File: config.mk
export PLATFORM = sky130hd
export DESIGN_NAME = lsu_uncached_port
export DESIGN_NICKNAME = d
export VERILOG_FILES = /design/src/common/lsu_pkg.sv /design/src/hw/lsu_uncached_port.sv /design/src/hw/lsu_bus_seq.sv /design/src/write_buf/lsu_write_buf.sv /design/src/hw/lsu_req_merge.sv
export VERILOG_INCLUDE_DIRS = /design/src /design/src/common
export SDC_FILE = /design/constraint.sdc
export NUM_CORES = 1
export LEC_CHECK = 0
export ABC_CLOCK_PERIOD_IN_PS = 5300
export BUFFER_PORTS_ARGS = -buffer_cell sky130_fd_sc_hd__buf_2
export CAP_MARGIN = 20
export CORE_MARGIN = 2
export CORE_UTILIZATION = 50
export DETAILED_ROUTE_END_ITERATION = 8
export GPL_ROUTABILITY_DRIVEN = 0
export GPL_TIMING_DRIVEN = 0
export MAX_ROUTING_LAYER = met4
export PLACE_DENSITY = 0.84
export SYNTH_ARGS = -nofsm -noshare
export SYNTH_HDL_FRONTEND = slang
export SYNTH_SLANG_ARGS = --single-unit
export TNS_END_PERCENT = 1
File: constraint.sdc
create_clock -name clk -period 5.3 [get_ports clk]
set_clock_uncertainty 0.1 [all_clocks]
set_input_delay 0.795 -clock clk [delete_from_list [all_inputs] [get_ports clk]]
set_output_delay 0.795 -clock clk [all_outputs]
set_load 0.005 [all_outputs]
File: src/common/lsu_defs.svh
`ifndef LSU_DEFS_SVH
`define LSU_DEFS_SVH

// load/store pipes feeding the uncached port
`define LSU_PIPE_CNT 2

// bus widths
`define LSU_ADDR_W 32
`define LSU_DATA_W 32
`define LSU_STRB_W 4

// posted write buffer entries
`define LSU_WBUF_DEPTH 4

`endif
File: src/common/lsu_pkg.sv
`default_nettype none

package lsu_pkg;

  `include "lsu_defs.svh"

  typedef enum logic [1:0] {
    SIZE_BYTE = 2'd0,
    SIZE_HALF = 2'd1,
    SIZE_WORD = 2'd2
  } acc_size_e;

  typedef enum logic [2:0] {
    SEQ_IDLE    = 3'd0,
    SEQ_WR_ADDR = 3'd1,
    SEQ_WR_DATA = 3'd2,
    SEQ_RD_ADDR = 3'd3,
    SEQ_RD_DATA = 3'd4
  } seq_state_e;

  // one posted store, 70 bits
  typedef struct packed {
    logic [`LSU_ADDR_W-1:0] addr;
    logic [`LSU_DATA_W-1:0] data;
    logic [`LSU_STRB_W-1:0] strobe;
    acc_size_e              size;
  } wbuf_entry_t;

endpackage

`default_nettype wire

File: src/hw/lsu_uncached_port.sv
`timescale 1ns/1ps
`default_nettype none

`include "lsu_defs.svh"

module lsu_uncached_port import lsu_pkg::*; (
  input  logic                                     clk,
  input  logic                                     rst_n,
  input  logic [`LSU_PIPE_CNT-1:0]                 wr_valid_i,
  input  logic [`LSU_PIPE_CNT-1:0][`LSU_ADDR_W-1:0] wr_addr_i,
  input  logic [`LSU_PIPE_CNT-1:0][`LSU_DATA_W-1:0] wr_data_i,
  input  logic [`LSU_PIPE_CNT-1:0][`LSU_STRB_W-1:0] wr_strobe_i,
  input  acc_size_e [`LSU_PIPE_CNT-1:0]            wr_size_i,
  output logic [`LSU_PIPE_CNT-1:0]                 wr_ready_o,
  input  logic [`LSU_PIPE_CNT-1:0]                 rd_valid_i,
  input  logic [`LSU_PIPE_CNT-1:0][`LSU_ADDR_W-1:0] rd_addr_i,
  input  acc_size_e [`LSU_PIPE_CNT-1:0]            rd_size_i,
  output logic [`LSU_PIPE_CNT-1:0]                 rd_done_o,
  output logic [`LSU_DATA_W-1:0]                   rd_data_o,
  output logic                                     bus_valid_o,
  output logic                                     bus_write_o,
  output logic [`LSU_ADDR_W-1:0]                   bus_addr_o,
  output acc_size_e                                bus_size_o,
  output logic                                     bus_wvalid_o,
  output logic                                     bus_wlast_o,
  output logic [`LSU_DATA_W-1:0]                   bus_wdata_o,
  output logic [`LSU_STRB_W-1:0]                   bus_wstrobe_o,
  input  logic                                     bus_ready_i,
  input  logic                                     bus_data_ok_i,
  input  logic                                     bus_data_last_i,
  input  logic [`LSU_DATA_W-1:0]                   bus_rdata_i
);

  logic                   wbuf_push;
  wbuf_entry_t            wbuf_entry;
  logic                   wbuf_full;
  logic                   wbuf_empty;
  wbuf_entry_t            wbuf_head;
  logic                   wbuf_pop;
  logic                   rd_pending;
  logic [`LSU_ADDR_W-1:0] rd_addr;
  acc_size_e              rd_size;
  logic                   seq_rd_done;

  lsu_req_merge u_req_merge (
    .clk           (clk),
    .rst_n         (rst_n),
    .wr_valid_i    (wr_valid_i),
    .wr_addr_i     (wr_addr_i),
    .wr_data_i     (wr_data_i),
    .wr_strobe_i   (wr_strobe_i),
    .wr_size_i     (wr_size_i),
    .rd_valid_i    (rd_valid_i),
    .rd_addr_i     (rd_addr_i),
    .rd_size_i     (rd_size_i),
    .wbuf_full_i   (wbuf_full),
    .seq_rd_done_i (seq_rd_done),
    .wr_ready_o    (wr_ready_o),
    .wbuf_push_o   (wbuf_push),
    .wbuf_entry_o  (wbuf_entry),
    .rd_pending_o  (rd_pending),
    .rd_addr_o     (rd_addr),
    .rd_size_o     (rd_size),
    .rd_done_o     (rd_done_o)
  );

  lsu_write_buf u_write_buf (
    .clk     (clk),
    .rst_n   (rst_n),
    .push_i  (wbuf_push),
    .entry_i (wbuf_entry),
    .pop_i   (wbuf_pop),
    .head_o  (wbuf_head),
    .empty_o (wbuf_empty),
    .full_o  (wbuf_full)
  );

  lsu_bus_seq u_bus_seq (
    .clk             (clk),
    .rst_n           (rst_n),
    .wbuf_empty_i    (wbuf_empty),
    .wbuf_head_i     (wbuf_head),
    .rd_pending_i    (rd_pending),
    .rd_addr_i       (rd_addr),
    .rd_size_i       (rd_size),
    .bus_ready_i     (bus_ready_i),
    .bus_data_ok_i   (bus_data_ok_i),
    .bus_data_last_i (bus_data_last_i),
    .bus_rdata_i     (bus_rdata_i),
    .wbuf_pop_o      (wbuf_pop),
    .rd_done_o       (seq_rd_done),
    .rd_data_o       (rd_data_o),
    .bus_valid_o     (bus_valid_o),
    .bus_write_o     (bus_write_o),
    .bus_addr_o      (bus_addr_o),
    .bus_size_o      (bus_size_o),
    .bus_wvalid_o    (bus_wvalid_o),
    .bus_wlast_o     (bus_wlast_o),
    .bus_wdata_o     (bus_wdata_o),
    .bus_wstrobe_o   (bus_wstrobe_o)
  );

endmodule

`default_nettype wire

File: src/hw/lsu_bus_seq.sv
`timescale 1ns/1ps
`default_nettype none

`include "lsu_defs.svh"

module lsu_bus_seq import lsu_pkg::*; (
  input  logic                   clk,
  input  logic                   rst_n,
  input  logic                   wbuf_empty_i,
  input  wbuf_entry_t            wbuf_head_i,
  input  logic                   rd_pending_i,
  input  logic [`LSU_ADDR_W-1:0] rd_addr_i,
  input  acc_size_e              rd_size_i,
  input  logic                   bus_ready_i,
  input  logic                   bus_data_ok_i,
  input  logic                   bus_data_last_i,
  input  logic [`LSU_DATA_W-1:0] bus_rdata_i,
  output logic                   wbuf_pop_o,
  output logic                   rd_done_o,
  output logic [`LSU_DATA_W-1:0] rd_data_o,
  output logic                   bus_valid_o,
  output logic                   bus_write_o,
  output logic [`LSU_ADDR_W-1:0] bus_addr_o,
  output acc_size_e              bus_size_o,
  output logic                   bus_wvalid_o,
  output logic                   bus_wlast_o,
  output logic [`LSU_DATA_W-1:0] bus_wdata_o,
  output logic [`LSU_STRB_W-1:0] bus_wstrobe_o
);

  seq_state_e state_q;
  seq_state_e state_d;
  logic       wr_phase;

  always_ff @(posedge clk) begin
    if (!rst_n) begin
      state_q <= SEQ_IDLE;
    end else begin
      state_q <= state_d;
    end
  end

  always_comb begin
    state_d    = state_q;
    wbuf_pop_o = 1'b0;
    rd_done_o  = 1'b0;
    case (state_q)
      SEQ_IDLE: begin
        // stores go first so a read never passes one
        if (!wbuf_empty_i) begin
          state_d = SEQ_WR_ADDR;
        end else if (rd_pending_i) begin
          state_d = SEQ_RD_ADDR;
        end
      end
      SEQ_WR_ADDR: begin
        if (bus_ready_i) begin
          state_d = SEQ_WR_DATA;
        end
      end
      SEQ_WR_DATA: begin
        if (bus_data_ok_i) begin
          wbuf_pop_o = 1'b1;
          state_d    = SEQ_IDLE;
        end
      end
      SEQ_RD_ADDR: begin
        if (bus_ready_i) begin
          state_d = SEQ_RD_DATA;
        end
      end
      SEQ_RD_DATA: begin
        if (bus_data_ok_i && bus_data_last_i) begin
          rd_done_o = 1'b1;
          state_d   = SEQ_IDLE;
        end
      end
      default: begin
        state_d = SEQ_IDLE;
      end
    endcase
  end

  assign wr_phase = (state_q == SEQ_WR_ADDR) || (state_q == SEQ_WR_DATA);

  // address phase fields
  assign bus_valid_o = (state_q == SEQ_WR_ADDR) || (state_q == SEQ_RD_ADDR);
  assign bus_write_o = (state_q == SEQ_WR_ADDR);
  assign bus_addr_o  = wr_phase ? wbuf_head_i.addr : rd_addr_i;
  assign bus_size_o  = wr_phase ? wbuf_head_i.size : rd_size_i;

  // single beat, so wlast rides with wvalid
  assign bus_wvalid_o  = (state_q == SEQ_WR_DATA);
  assign bus_wlast_o   = (state_q == SEQ_WR_DATA);
  assign bus_wdata_o   = wbuf_head_i.data;
  assign bus_wstrobe_o = wbuf_head_i.strobe;

  assign rd_data_o = bus_rdata_i;

endmodule

`default_nettype wire

File: src/write_buf/lsu_write_buf.sv
`timescale 1ns/1ps
`default_nettype none

`include "lsu_defs.svh"

module lsu_write_buf import lsu_pkg::*; (
  input  logic        clk,
  input  logic        rst_n,
  input  logic        push_i,
  input  wbuf_entry_t entry_i,
  input  logic        pop_i,
  output wbuf_entry_t head_o,
  output logic        empty_o,
  output logic        full_o
);

  localparam int IDX_W = $clog2(`LSU_WBUF_DEPTH);
  localparam int PTR_W = IDX_W + 1;
  localparam logic [PTR_W-1:0] LAST_CNT = PTR_W'(`LSU_WBUF_DEPTH - 1);

  wbuf_entry_t      mem [`LSU_WBUF_DEPTH];
  logic [PTR_W-1:0] wr_ptr_q;
  logic [PTR_W-1:0] rd_ptr_q;
  logic [PTR_W-1:0] count;
  logic             empty_q;
  logic             full_q;
  logic             do_push;
  logic             do_pop;

  // extra pointer bit keeps full and empty apart
  assign count   = wr_ptr_q - rd_ptr_q;
  assign do_push = push_i && !full_q;
  assign do_pop  = pop_i && !empty_q;

  always_ff @(posedge clk) begin
    if (!rst_n) begin
      wr_ptr_q <= '0;
    end else if (do_push) begin
      wr_ptr_q <= wr_ptr_q + PTR_W'(1);
    end
  end

  always_ff @(posedge clk) begin
    if (!rst_n) begin
      rd_ptr_q <= '0;
    end else if (do_pop) begin
      rd_ptr_q <= rd_ptr_q + PTR_W'(1);
    end
  end

  always_ff @(posedge clk) begin
    if (do_push) begin
      mem[wr_ptr_q[IDX_W-1:0]] <= entry_i;
    end
  end

  // flags follow from push, pop and the current count
  always_ff @(posedge clk) begin
    if (!rst_n) begin
      empty_q <= 1'b1;
    end else if (empty_q) begin
      if (do_push) begin
        empty_q <= 1'b0;
      end
    end else if (do_pop && !do_push && (count == PTR_W'(1))) begin
      empty_q <= 1'b1;
    end
  end

  always_ff @(posedge clk) begin
    if (!rst_n) begin
      full_q <= 1'b0;
    end else if (full_q) begin
      if (do_pop && !do_push) begin
        full_q <= 1'b0;
      end
    end else if (do_push && !do_pop && (count == LAST_CNT)) begin
      full_q <= 1'b1;
    end
  end

  assign head_o  = mem[rd_ptr_q[IDX_W-1:0]];
  assign empty_o = empty_q;
  assign full_o  = full_q;

endmodule

`default_nettype wire

File: src/hw/lsu_req_merge.sv
`timescale 1ns/1ps
`default_nettype none

`include "lsu_defs.svh"

module lsu_req_merge import lsu_pkg::*; (
  input  logic                                     clk,
  input  logic                                     rst_n,
  input  logic [`LSU_PIPE_CNT-1:0]                 wr_valid_i,
  input  logic [`LSU_PIPE_CNT-1:0][`LSU_ADDR_W-1:0] wr_addr_i,
  input  logic [`LSU_PIPE_CNT-1:0][`LSU_DATA_W-1:0] wr_data_i,
  input  logic [`LSU_PIPE_CNT-1:0][`LSU_STRB_W-1:0] wr_strobe_i,
  input  acc_size_e [`LSU_PIPE_CNT-1:0]            wr_size_i,
  input  logic [`LSU_PIPE_CNT-1:0]                 rd_valid_i,
  input  logic [`LSU_PIPE_CNT-1:0][`LSU_ADDR_W-1:0] rd_addr_i,
  input  acc_size_e [`LSU_PIPE_CNT-1:0]            rd_size_i,
  input  logic                                     wbuf_full_i,
  input  logic                                     seq_rd_done_i,
  output logic [`LSU_PIPE_CNT-1:0]                 wr_ready_o,
  output logic                                     wbuf_push_o,
  output wbuf_entry_t                              wbuf_entry_o,
  output logic                                     rd_pending_o,
  output logic [`LSU_ADDR_W-1:0]                   rd_addr_o,
  output acc_size_e                                rd_size_o,
  output logic [`LSU_PIPE_CNT-1:0]                 rd_done_o
);

  localparam int SRC_W = (`LSU_PIPE_CNT > 1) ? $clog2(`LSU_PIPE_CNT) : 1;

  logic             wr_blocked;
  logic [SRC_W-1:0] rd_pick;
  logic [SRC_W-1:0] rd_src_q;
  logic             rd_pend_q;
  logic [`LSU_ADDR_W-1:0] rd_addr_q;
  acc_size_e        rd_size_q;

  // lowest pipe wins, higher pipes see ready drop
  always_comb begin
    wbuf_entry_o = '0;
    wr_blocked   = wbuf_full_i;
    for (int p = `LSU_PIPE_CNT - 1; p >= 0; p--) begin
      if (wr_valid_i[p]) begin
        wbuf_entry_o.addr   = wr_addr_i[p];
        wbuf_entry_o.data   = wr_data_i[p];
        wbuf_entry_o.strobe = wr_strobe_i[p];
        wbuf_entry_o.size   = wr_size_i[p];
      end
    end
    for (int p = 0; p < `LSU_PIPE_CNT; p++) begin
      wr_ready_o[p] = !wr_blocked;
      wr_blocked    = wr_blocked | wr_valid_i[p];
    end
  end

  assign wbuf_push_o = (|wr_valid_i) && !wbuf_full_i;

  always_comb begin
    rd_pick = '0;
    for (int p = `LSU_PIPE_CNT - 1; p >= 0; p--) begin
      if (rd_valid_i[p]) begin
        rd_pick = SRC_W'(p);
      end
    end
  end

  // single outstanding read
  always_ff @(posedge clk) begin
    if (!rst_n) begin
      rd_pend_q <= 1'b0;
      rd_src_q  <= '0;
    end else if (rd_pend_q) begin
      if (seq_rd_done_i) begin
        rd_pend_q <= 1'b0;
      end
    end else if (|rd_valid_i) begin
      rd_pend_q <= 1'b1;
      rd_src_q  <= rd_pick;
    end
  end

  always_ff @(posedge clk) begin
    if (!rd_pend_q && (|rd_valid_i)) begin
      rd_addr_q <= rd_addr_i[rd_pick];
      rd_size_q <= rd_size_i[rd_pick];
    end
  end

  assign rd_pending_o = rd_pend_q;
  assign rd_addr_o    = rd_addr_q;
  assign rd_size_o    = rd_size_q;

  // steer the done pulse back to the captured pipe
  always_comb begin
    for (int p = 0; p < `LSU_PIPE_CNT; p++) begin
      rd_done_o[p] = seq_rd_done_i && (rd_src_q == SRC_W'(p));
    end
  end

endmodule

`default_nettype wire

==> results.json, run 1 <==
{
  "dp_worst_setup_slack_ps": 1840,
  "reg2regPathDepth": 4,
  "final.fill_count": 1948,
  "drive_gt1_share_pct": 53.2,
  "synth.lib_cells_used.distinct": 44,
  "fin_tns_setup_ps": 0,
  "hpwlAfterDp_mm": 21.1,
  "fp-row-count": 61,
  "synth_cells": 694,
  "critPathLaunchType": "flop",
  "post_cts.resized_instances": 0,
  "drt_iter0_drc": 578,
  "clockBufferDepth": 3,
  "powerDensity_mw_per_mm2": 383,
  "initial_antenna_violation_count": 3,
  "worst_setup_hold_path_clk_slew_ps": 60,
  "synth_sequential_area_ratio_pct": 70.0,
  "area_used_by_sequential_logic_in_the_layout_mm2": 0.00973,
  "clk-insertion-delay-late_ps": 490,
  "numPortBuffers": 326,
  "post_synth_main_area_contributors": "sky130_fd_sc_hd__edfxtp_1 68%, sky130_fd_sc_hd__mux4_2 10%, sky130_fd_sc_hd__a22o_1 4.3%, sky130_fd_sc_hd__mux2_4 3.3%, sky130_fd_sc_hd__mux2_2 3.0%",
  "synthMostInstantiatedCell": "sky130_fd_sc_hd__edfxtp_1",
  "syn-num-nets": 950,
  "worstSetupPathType": "reg2out",
  "final_antenna_net_count": 0,
  "die_height_um": 171,
  "run_status": "finished, final reports clean",
  "min_delay_path_depth": 2,
  "yosys_warnings": 0,
  "asyncSetResetFlopFracSynth_pct": 0,
  "max_cap_viol": 0,
  "leakagePower_nw": 6.57,
  "setup.reg_to_reg.worst_slack_ps": 3110,
  "remaining_drc_errors": 0,
  "maxSlewViolCount": 0,
  "r2r-start": "u_write_buf.full_o$_SDFF_PN0_",
  "synth_flop_cell": "sky130_fd_sc_hd__edfxtp_1",
  "cts.hold.buffers_added": 0,
  "clockRootBuffer": "sky130_fd_sc_hd__clkbuf_16",
  "holdCritPathClass": "reg2reg",
  "die_width_um": 171,
  "grt_start_max_net_pins": 49,
  "maximum_resistive_drop_on_vdd_mv": 0.288,
  "synthToLayoutAreaGrowth_pct": 24.4,
  "number_of_flops_mapped_to_enable_cells_by_yosys": 314,
  "critical_path.endpoint": "bus_wdata_o[19]",
  "initial_utilization_pct": 50.4,
  "via_count": 7967,
  "grt_usage_pct": 21.3,
  "core_area_mm2": 0.0276,
  "wl_per_cell_um": 21.0,
  "synth.avg_cell_area_um2": 20.0,
  "tritoncts": "done",
  "r2r_end": "u_write_buf.mem[3][54]$_DFFE_PP_",
  "routed_wirelength_mm": 30.8,
  "cp_data_required_time_ps": 4410,
  "ranking_of_synthesized_cells_by_instance_count": "314 x sky130_fd_sc_hd__edfxtp_1, 69 x sky130_fd_sc_hd__a22o_1, 64 x sky130_fd_sc_hd__mux4_2",
  "post_synthesis_cell_area_mm2": 0.0139,
  "rsz0062_at_grt": "no",
  "numClockSinks": 329,
  "global_route.overflow_total": 0,
  "final_critical_path_setup_slack_ps": 1810,
  "first_pass_grt_wire_length_mm": 44.5,
  "dieArea_mm2": 0.0291,
  "synth_top_cell_area_share_pct": 67.9,
  "layout_worst_path_cycle_share_pct": 65.9,
  "htree_num_levels": 2,
  "cts_inserted_buffers": 35,
  "maxClockFrequency_mhz": 286,
  "route.detailed.vias_per_inst": 5.43,
  "postCtsSetupBuffers": 0,
  "post_synthesis_register_bit_count": 329,
  "final.min_clock_period_ps": 3490,
  "first_pass_iters": 4,
  "max_slew_headroom_pct": 35.5,
  "grt_pass1_vias": 7912,
  "layout.nets": 1319,
  "io_pins": 359,
  "final-hold-violation-count": 0,
  "critical_path.max_fanout": 10,
  "multi_input_area_mm2": 0.00364,
  "critPathCaptureType": "output port",
  "tightest_pin_transition_ps": 967,
  "final-setup-viol-count": 0,
  "yosys.area.top_type": "sky130_fd_sc_hd__edfxtp_1",
  "cp.arrival_ps": 2600
}
area by class of cell:
type / instances / area share (%)
Buffer: 74 / 3.00
Inverter: 8 / 0.174
Multi-Input combinational cell: 283 / 21.1
Timing Repair Buffer: 332 / 10.3
Sequential cell: 329 / 56.3
Clock buffer: 42 / 5.46
Clock inverter: 19 / 0.999
Antenna cell: 3 / 0.0434
Tap cell: 378 / 2.74
registers in the layout (all words and copies together), names as in the netlist, named ones only:
| register | flops |
|---|---|
| u_req_merge.rd_src_q | 1 |
| u_req_merge.rd_pending_o | 1 |
| u_write_buf.rd_ptr_q | 3 |
| u_write_buf.mem | 280 |
| u_bus_seq.state_q | 3 |
| u_write_buf.empty_o | 1 |
| u_req_merge.rd_size_o | 2 |
| u_write_buf.wr_ptr_q | 3 |
| u_req_merge.rd_addr_o | 32 |
| u_write_buf.full_o | 1 |
metrics by stage:
stage	instances	hold slack, ps	power, W	utilization, %	area [µm²]
after global placement	1398	364	0.00429	58.1	16000
after global routing	1468	398	0.00687	62.8	17300
after CTS	1465	391	0.00669	62.7	17300
after detailed placement	1404	394	0.00433	58.7	16200
final	1468	405	0.00661	62.8	17300
after floorplan	694	346	0.00389	-	13900
cell usage in the layout, fill, tap and decap left out, types with 2 or more instances in the layout:
| cell type | n |
|---|---|
| sky130_fd_sc_hd__buf_4 | 37 |
| sky130_fd_sc_hd__clkbuf_1 | 21 |
| sky130_fd_sc_hd__or3_1 | 2 |
| sky130_fd_sc_hd__a21oi_1 | 10 |
| sky130_fd_sc_hd__clkinv_2 | 7 |
| sky130_fd_sc_hd__buf_12 | 6 |
| sky130_fd_sc_hd__dfxtp_1 | 15 |
| sky130_fd_sc_hd__diode_2 | 3 |
| sky130_fd_sc_hd__bufinv_16 | 3 |
| sky130_fd_sc_hd__nand2b_1 | 4 |
| sky130_fd_sc_hd__mux4_1 | 6 |
| sky130_fd_sc_hd__buf_16 | 3 |
| sky130_fd_sc_hd__mux4_2 | 64 |
| sky130_fd_sc_hd__mux2_2 | 37 |
| sky130_fd_sc_hd__edfxtp_1 | 314 |
| sky130_fd_sc_hd__nand3_1 | 4 |
| sky130_fd_sc_hd__o21ai_0 | 4 |
| sky130_fd_sc_hd__nand2_1 | 8 |
| sky130_fd_sc_hd__nor3b_1 | 2 |
| sky130_fd_sc_hd__xnor2_1 | 2 |
| sky130_fd_sc_hd__nor2_4 | 3 |
| sky130_fd_sc_hd__ha_1 | 6 |
| sky130_fd_sc_hd__nor2b_1 | 4 |
| sky130_fd_sc_hd__inv_1 | 7 |
| sky130_fd_sc_hd__clkbuf_16 | 37 |
| sky130_fd_sc_hd__and2_4 | 3 |
| sky130_fd_sc_hd__a22o_1 | 69 |
| sky130_fd_sc_hd__mux2_4 | 31 |
| sky130_fd_sc_hd__nor2_1 | 7 |
| sky130_fd_sc_hd__a211o_1 | 2 |
| sky130_fd_sc_hd__buf_6 | 5 |
| sky130_fd_sc_hd__buf_2 | 338 |
| sky130_fd_sc_hd__clkinv_1 | 7 |
report_power, final:
group | internal, W | switching (W) | total, W
registers | 0.00318 | 0.0000633 | 0.00324
clock network | 0.00142 | 0.000936 | 0.00235
logic | 0.000519 | 0.000504 | 0.00102
total | 0.00511 | 0.00150 | 0.00661
worst min-delay path by stage:
stage	from	end
finish	u_write_buf.rd_ptr_q[2]$_SDFFE_PN0P_	u_write_buf.rd_ptr_q[2]$_SDFFE_PN0P_
global placement	u_write_buf.rd_ptr_q[2]$_SDFFE_PN0P_	u_write_buf.rd_ptr_q[2]$_SDFFE_PN0P_
floorplan	u_write_buf.rd_ptr_q[2]$_SDFFE_PN0P_	u_write_buf.rd_ptr_q[2]$_SDFFE_PN0P_
detailed placement	u_write_buf.wr_ptr_q[2]$_SDFFE_PN0N_	u_write_buf.wr_ptr_q[2]$_SDFFE_PN0N_
global route	rd_valid_i[0]	u_req_merge.rd_src_q$_SDFFE_PN0P_
CTS	rd_valid_i[0]	u_req_merge.rd_src_q$_SDFFE_PN0P_
cells by family (layout without fill, tap and decap cells):
family	count (synthesis)	count (layout)	share of synthesized area [%]
buf+inv	82	475	3.94
flops	329	329	70.0
compound gates	94	94	5.53
simple gates	39	39	1.55
xor+xnor	4	4	0.351
fa+ha+maj	7	7	0.684
mux	139	139	17.9
other cells	0	3	0
routing by layer:
layer  up-vias  part of all wire, %  global-route usage [%]
met5         -                    0                       -
met4         0                  2.3                    6.80
met3        52                  6.5                    3.54
met2       356                   51                    35.5
met1      3971                   40                    26.9
li1       3588                    -                       -
worst max-delay path, stage by stage, from the launching register on:
cell	delay, ps
sky130_fd_sc_hd__dfxtp_1	310
sky130_fd_sc_hd__buf_2	190
sky130_fd_sc_hd__clkbuf_1	670
sky130_fd_sc_hd__buf_2	420
sky130_fd_sc_hd__mux4_2	360
sky130_fd_sc_hd__buf_2	140
(Power assumes the default switching activity.)
==> inputs of run 2 (changes only) <==
ABC_AREA = 1   (was unset)
ABC_CLOCK_PERIOD_IN_PS = 3600   (was 5300)
clock period = 3.6 ns   (was 5.3 ns; I/O delays follow)
==> run 2 against run 1 <==
- setup slack worse by 1300 ps
- critical path depth up 2
- sequential share of layout area down 1.4 points
- combinational power is 140% higher
- final area is 2.5% higher
- first-iteration DRC count increased by 110%
- final cell count up 43%
- synthesized cell count up 90%
- die area rose by 2.3%
- critical endpoint is now bus_addr_o[6]
- highest routed layer unchanged
==> results.json, run 2 <==
{
  "initial_utilization_pct": 50.9,
  "initial_antenna_violation_count": 1,
  "critical-path-max-stage-delay_ps": 350,
  "number_of_flops_mapped_to_enable_cells_by_yosys": 314,
  "maximum_resistive_drop_on_vdd_mv": 0.344,
  "final-setup-viol-count": 0,
  "p_sw_w": 0.00304,
  "die_height_um": 173,
  "numClockSinks": 329,
  "hold_crit_start": "rd_addr_i[17]",
  "sequential_share_of_power_pct": 44.6,
  "yosys_warnings": 0,
  "comb_power_share_pct": 22.5,
  "fin_tns_setup_ps": 0,
  "post_placement_cell_area_mm2": 0.0166,
  "layout_worst_path_cycle_share_pct": 85.7,
  "drive_gt1_share_pct": 26.5,
  "reg2regPathDepth": 4,
  "via_count": 11400,
  "first_pass_iters": 5,
  "asyncSetResetFlopFracSynth_pct": 0,
  "core_area_mm2": 0.0279,
  "max_cap_viol": 0,
  "synth_flop_cell": "sky130_fd_sc_hd__edfxtp_1",
  "most_common_cell_after_layout_fill_and_taps_aside": "sky130_fd_sc_hd__buf_2",
  "hold_ws_ps": 204,
  "syn-num-nets": 1577,
  "max_slew_headroom_pct": 51.7,
  "critPathLaunchType": "flop",
  "largest_reg_flops": 280,
  "synth_top_cell_area_share_pct": 66.3,
  "worstSetupPathType": "reg2out",
  "clockRootBuffer": "sky130_fd_sc_hd__clkbuf_16",
  "critical_path_depth": 7,
  "finalCoreUtilization_pct": 63.4,
  "tritoncts": "done",
  "postCtsSetupBuffers": 0,
  "synth_sequential_area_ratio_pct": 68.4,
  "numPortBuffers": 323,
  "critical_path.endpoint": "bus_addr_o[6]",
  "grt_pass1_vias": 10900,
  "final_antenna_net_count": 0,
  "crit_path_top_delay_cell": "sky130_fd_sc_hd__clkinv_1",
  "power.internal_w": 0.00777,
  "leakagePower_nw": 7.35,
  "cp.buffers_inverters": 4,
  "cp_data_required_time_ps": 2960,
  "powerDensity_mw_per_mm2": 610,
  "power.total_w": 0.0108,
  "postLayoutCellArea_mm2": 0.0177,
  "maxClockFrequency_mhz": 324,
  "final.min_clock_period_ps": 3080,
  "clockBufferDepth": 3,
  "die_width_um": 173,
  "first_pass_grt_wire_length_mm": 60.0,
  "holdCritPathClass": "in2reg",
  "route.detailed.vias_per_inst": 5.42,
  "routed_wirelength_mm": 40.0,
  "dieArea_mm2": 0.0298,
  "synth.avg_cell_area_um2": 10.8,
  "r2r_end": "u_write_buf.mem[2][36]$_DFFE_PP_",
  "setup.reg_to_reg.worst_slack_ps": 1410,
  "post_synthesis_register_bit_count": 329,
  "clock_group_share_of_total_power_pct": 32.9,
  "layout.cells.most_common_list": "341 x sky130_fd_sc_hd__buf_2, 314 x sky130_fd_sc_hd__edfxtp_1, 263 x sky130_fd_sc_hd__nand2_1",
  "synthToLayoutAreaGrowth_pct": 24.5,
  "cts.hold.buffers_added": 0,
  "critPathCaptureType": "output port",
  "drt_iter0_drc": 1230,
  "path_delay_family": "buffers and inverters",
  "worst_setup_hold_path_clk_slew_ps": 60,
  "yosys.area.top_type": "sky130_fd_sc_hd__edfxtp_1",
  "hpwlAfterDp_mm": 27.7,
  "tightest_pin_transition_ps": 722,
  "rsz0062_at_grt": "no",
  "switching_power_as_a_share_of_total_power_pct": 28.1,
  "wl_per_cell_um": 19.1,
  "maxSlewViolCount": 0,
  "run_status": "finished, final reports clean",
  "r2r-start": "u_write_buf.full_o$_SDFF_PN0_",
  "synth.lib_cells_used.distinct": 26,
  "htree_num_levels": 2,
  "global_route.overflow_total": 0,
  "post_synthesis_cell_area_mm2": 0.0142,
  "clk-insertion-delay-late_ps": 490,
  "fp-row-count": 61,
  "cp.arrival_ps": 2440,
  "grt_start_max_net_pins": 31,
  "layout.nets": 1946,
  "synthMostInstantiatedCell": "sky130_fd_sc_hd__edfxtp_1",
  "grt_usage_pct": 26.7,
  "ranking_of_synthesized_cells_by_instance_count": "314 x sky130_fd_sc_hd__edfxtp_1, 263 x sky130_fd_sc_hd__nand2_1, 258 x sky130_fd_sc_hd__nor2_1",
  "critical_path.max_fanout": 10,
  "cell_occurring_most_often_along_the_worst_timing_path": "sky130_fd_sc_hd__buf_2",
  "post_cts.resized_instances": 0,
  "post_synth_main_area_contributors": "sky130_fd_sc_hd__edfxtp_1 66%, sky130_fd_sc_hd__nand2_1 6.9%, sky130_fd_sc_hd__nor2_1 6.8%, sky130_fd_sc_hd__o21ai_0 5.1%, sky130_fd_sc_hd__nand3_1 2.7%",
  "io_pins": 359,
  "cts_inserted_buffers": 34,
  "remaining_drc_errors": 0,
  "synth_cells": 1321,
  "final-hold-violation-count": 0,
  "crit_chain": "buf_2, clkinv_1, buf_2, nor2_1, o21ai_0, a31oi_1, buf_2"
}
==> run 2: worst min-delay path: stages <==
cell,delay (ps)
sky130_fd_sc_hd__buf_2,80
sky130_fd_sc_hd__nand2_1,40
sky130_fd_sc_hd__nand2_1,40
==> run 2: area by class of cell <==
cell class,count,area (µm²)
Antenna cell,1,2.50
Timing Repair Buffer,333,1830
Buffer,115,631
Clock buffer,47,973
Sequential cell,329,9730
Inverter,32,120
Multi-Input combinational cell,845,3780
Fill cell,2158,10200
Clock inverter,15,173
Tap cell,378,473
==> run 2: cells by family (layout without fill, tap and decap cells) <==
group                      count (synthesis)  count (layout)  share of synthesized area (%)
AOI/OAI and AO/OA                        230             230                           8.72
buffers and inverters                    147             542                           5.28
adders and majority gates                  7               7                          0.668
DFF                                      329             329                           68.4
other                                      0               1                              0
and+or+nand+nor                          608             608                           16.9
==> run 2: metal layers <==
| metal | track usage, % | vias to the layer above | wire length, µm |
|---|---|---|---|
| met5 | - | - | 0 |
| met4 | 8.86 | 0 | 1140 |
| met3 | 3.74 | 71 | 2990 |
| met2 | 45.8 | 584 | 20500 |
| met1 | 32.7 | 5386 | 15400 |
| li1 | - | 5317 | - |
==> run 2: worst min path at each step <==
stage | endpoint | slack (ps) | cells after the start
finish | u_req_merge.rd_addr_o[17]$_DFFE_PP_ | 200 | 3
global route | u_req_merge.rd_addr_o[14]$_DFFE_PP_ | 190 | 3
CTS | u_req_merge.rd_addr_o[9]$_DFFE_PP_ | 190 | 3
detailed placement | u_req_merge.rd_src_q$_SDFFE_PN0P_ | 400 | 2
global placement | u_write_buf.wr_ptr_q[2]$_SDFFE_PN0N_ | 360 | 1
floorplan | u_write_buf.wr_ptr_q[2]$_SDFFE_PN0N_ | 340 | 1
==> run 2: metrics by stage <==
step | cells | worst slack, ps
2_1_floorplan | 1321 | -978
3_3_place_gp | 2022 | -3440
3_5_place_dp | 2032 | 719
4_1_cts | 2094 | 491
5_1_grt | 2095 | 319
6_report | 2095 | 515
==> run 2: power groups by stage <==
stage | Combinational [W] | Sequential [W] | Clock, W
floorplan | 0.00124 | 0.00490 | 0
global placement | 0.00227 | 0.00495 | 0
detailed placement | 0.00243 | 0.00490 | 0
CTS | 0.00245 | 0.00482 | 0.00359
global route | 0.00264 | 0.00485 | 0.00377
finish | 0.00243 | 0.00482 | 0.00356
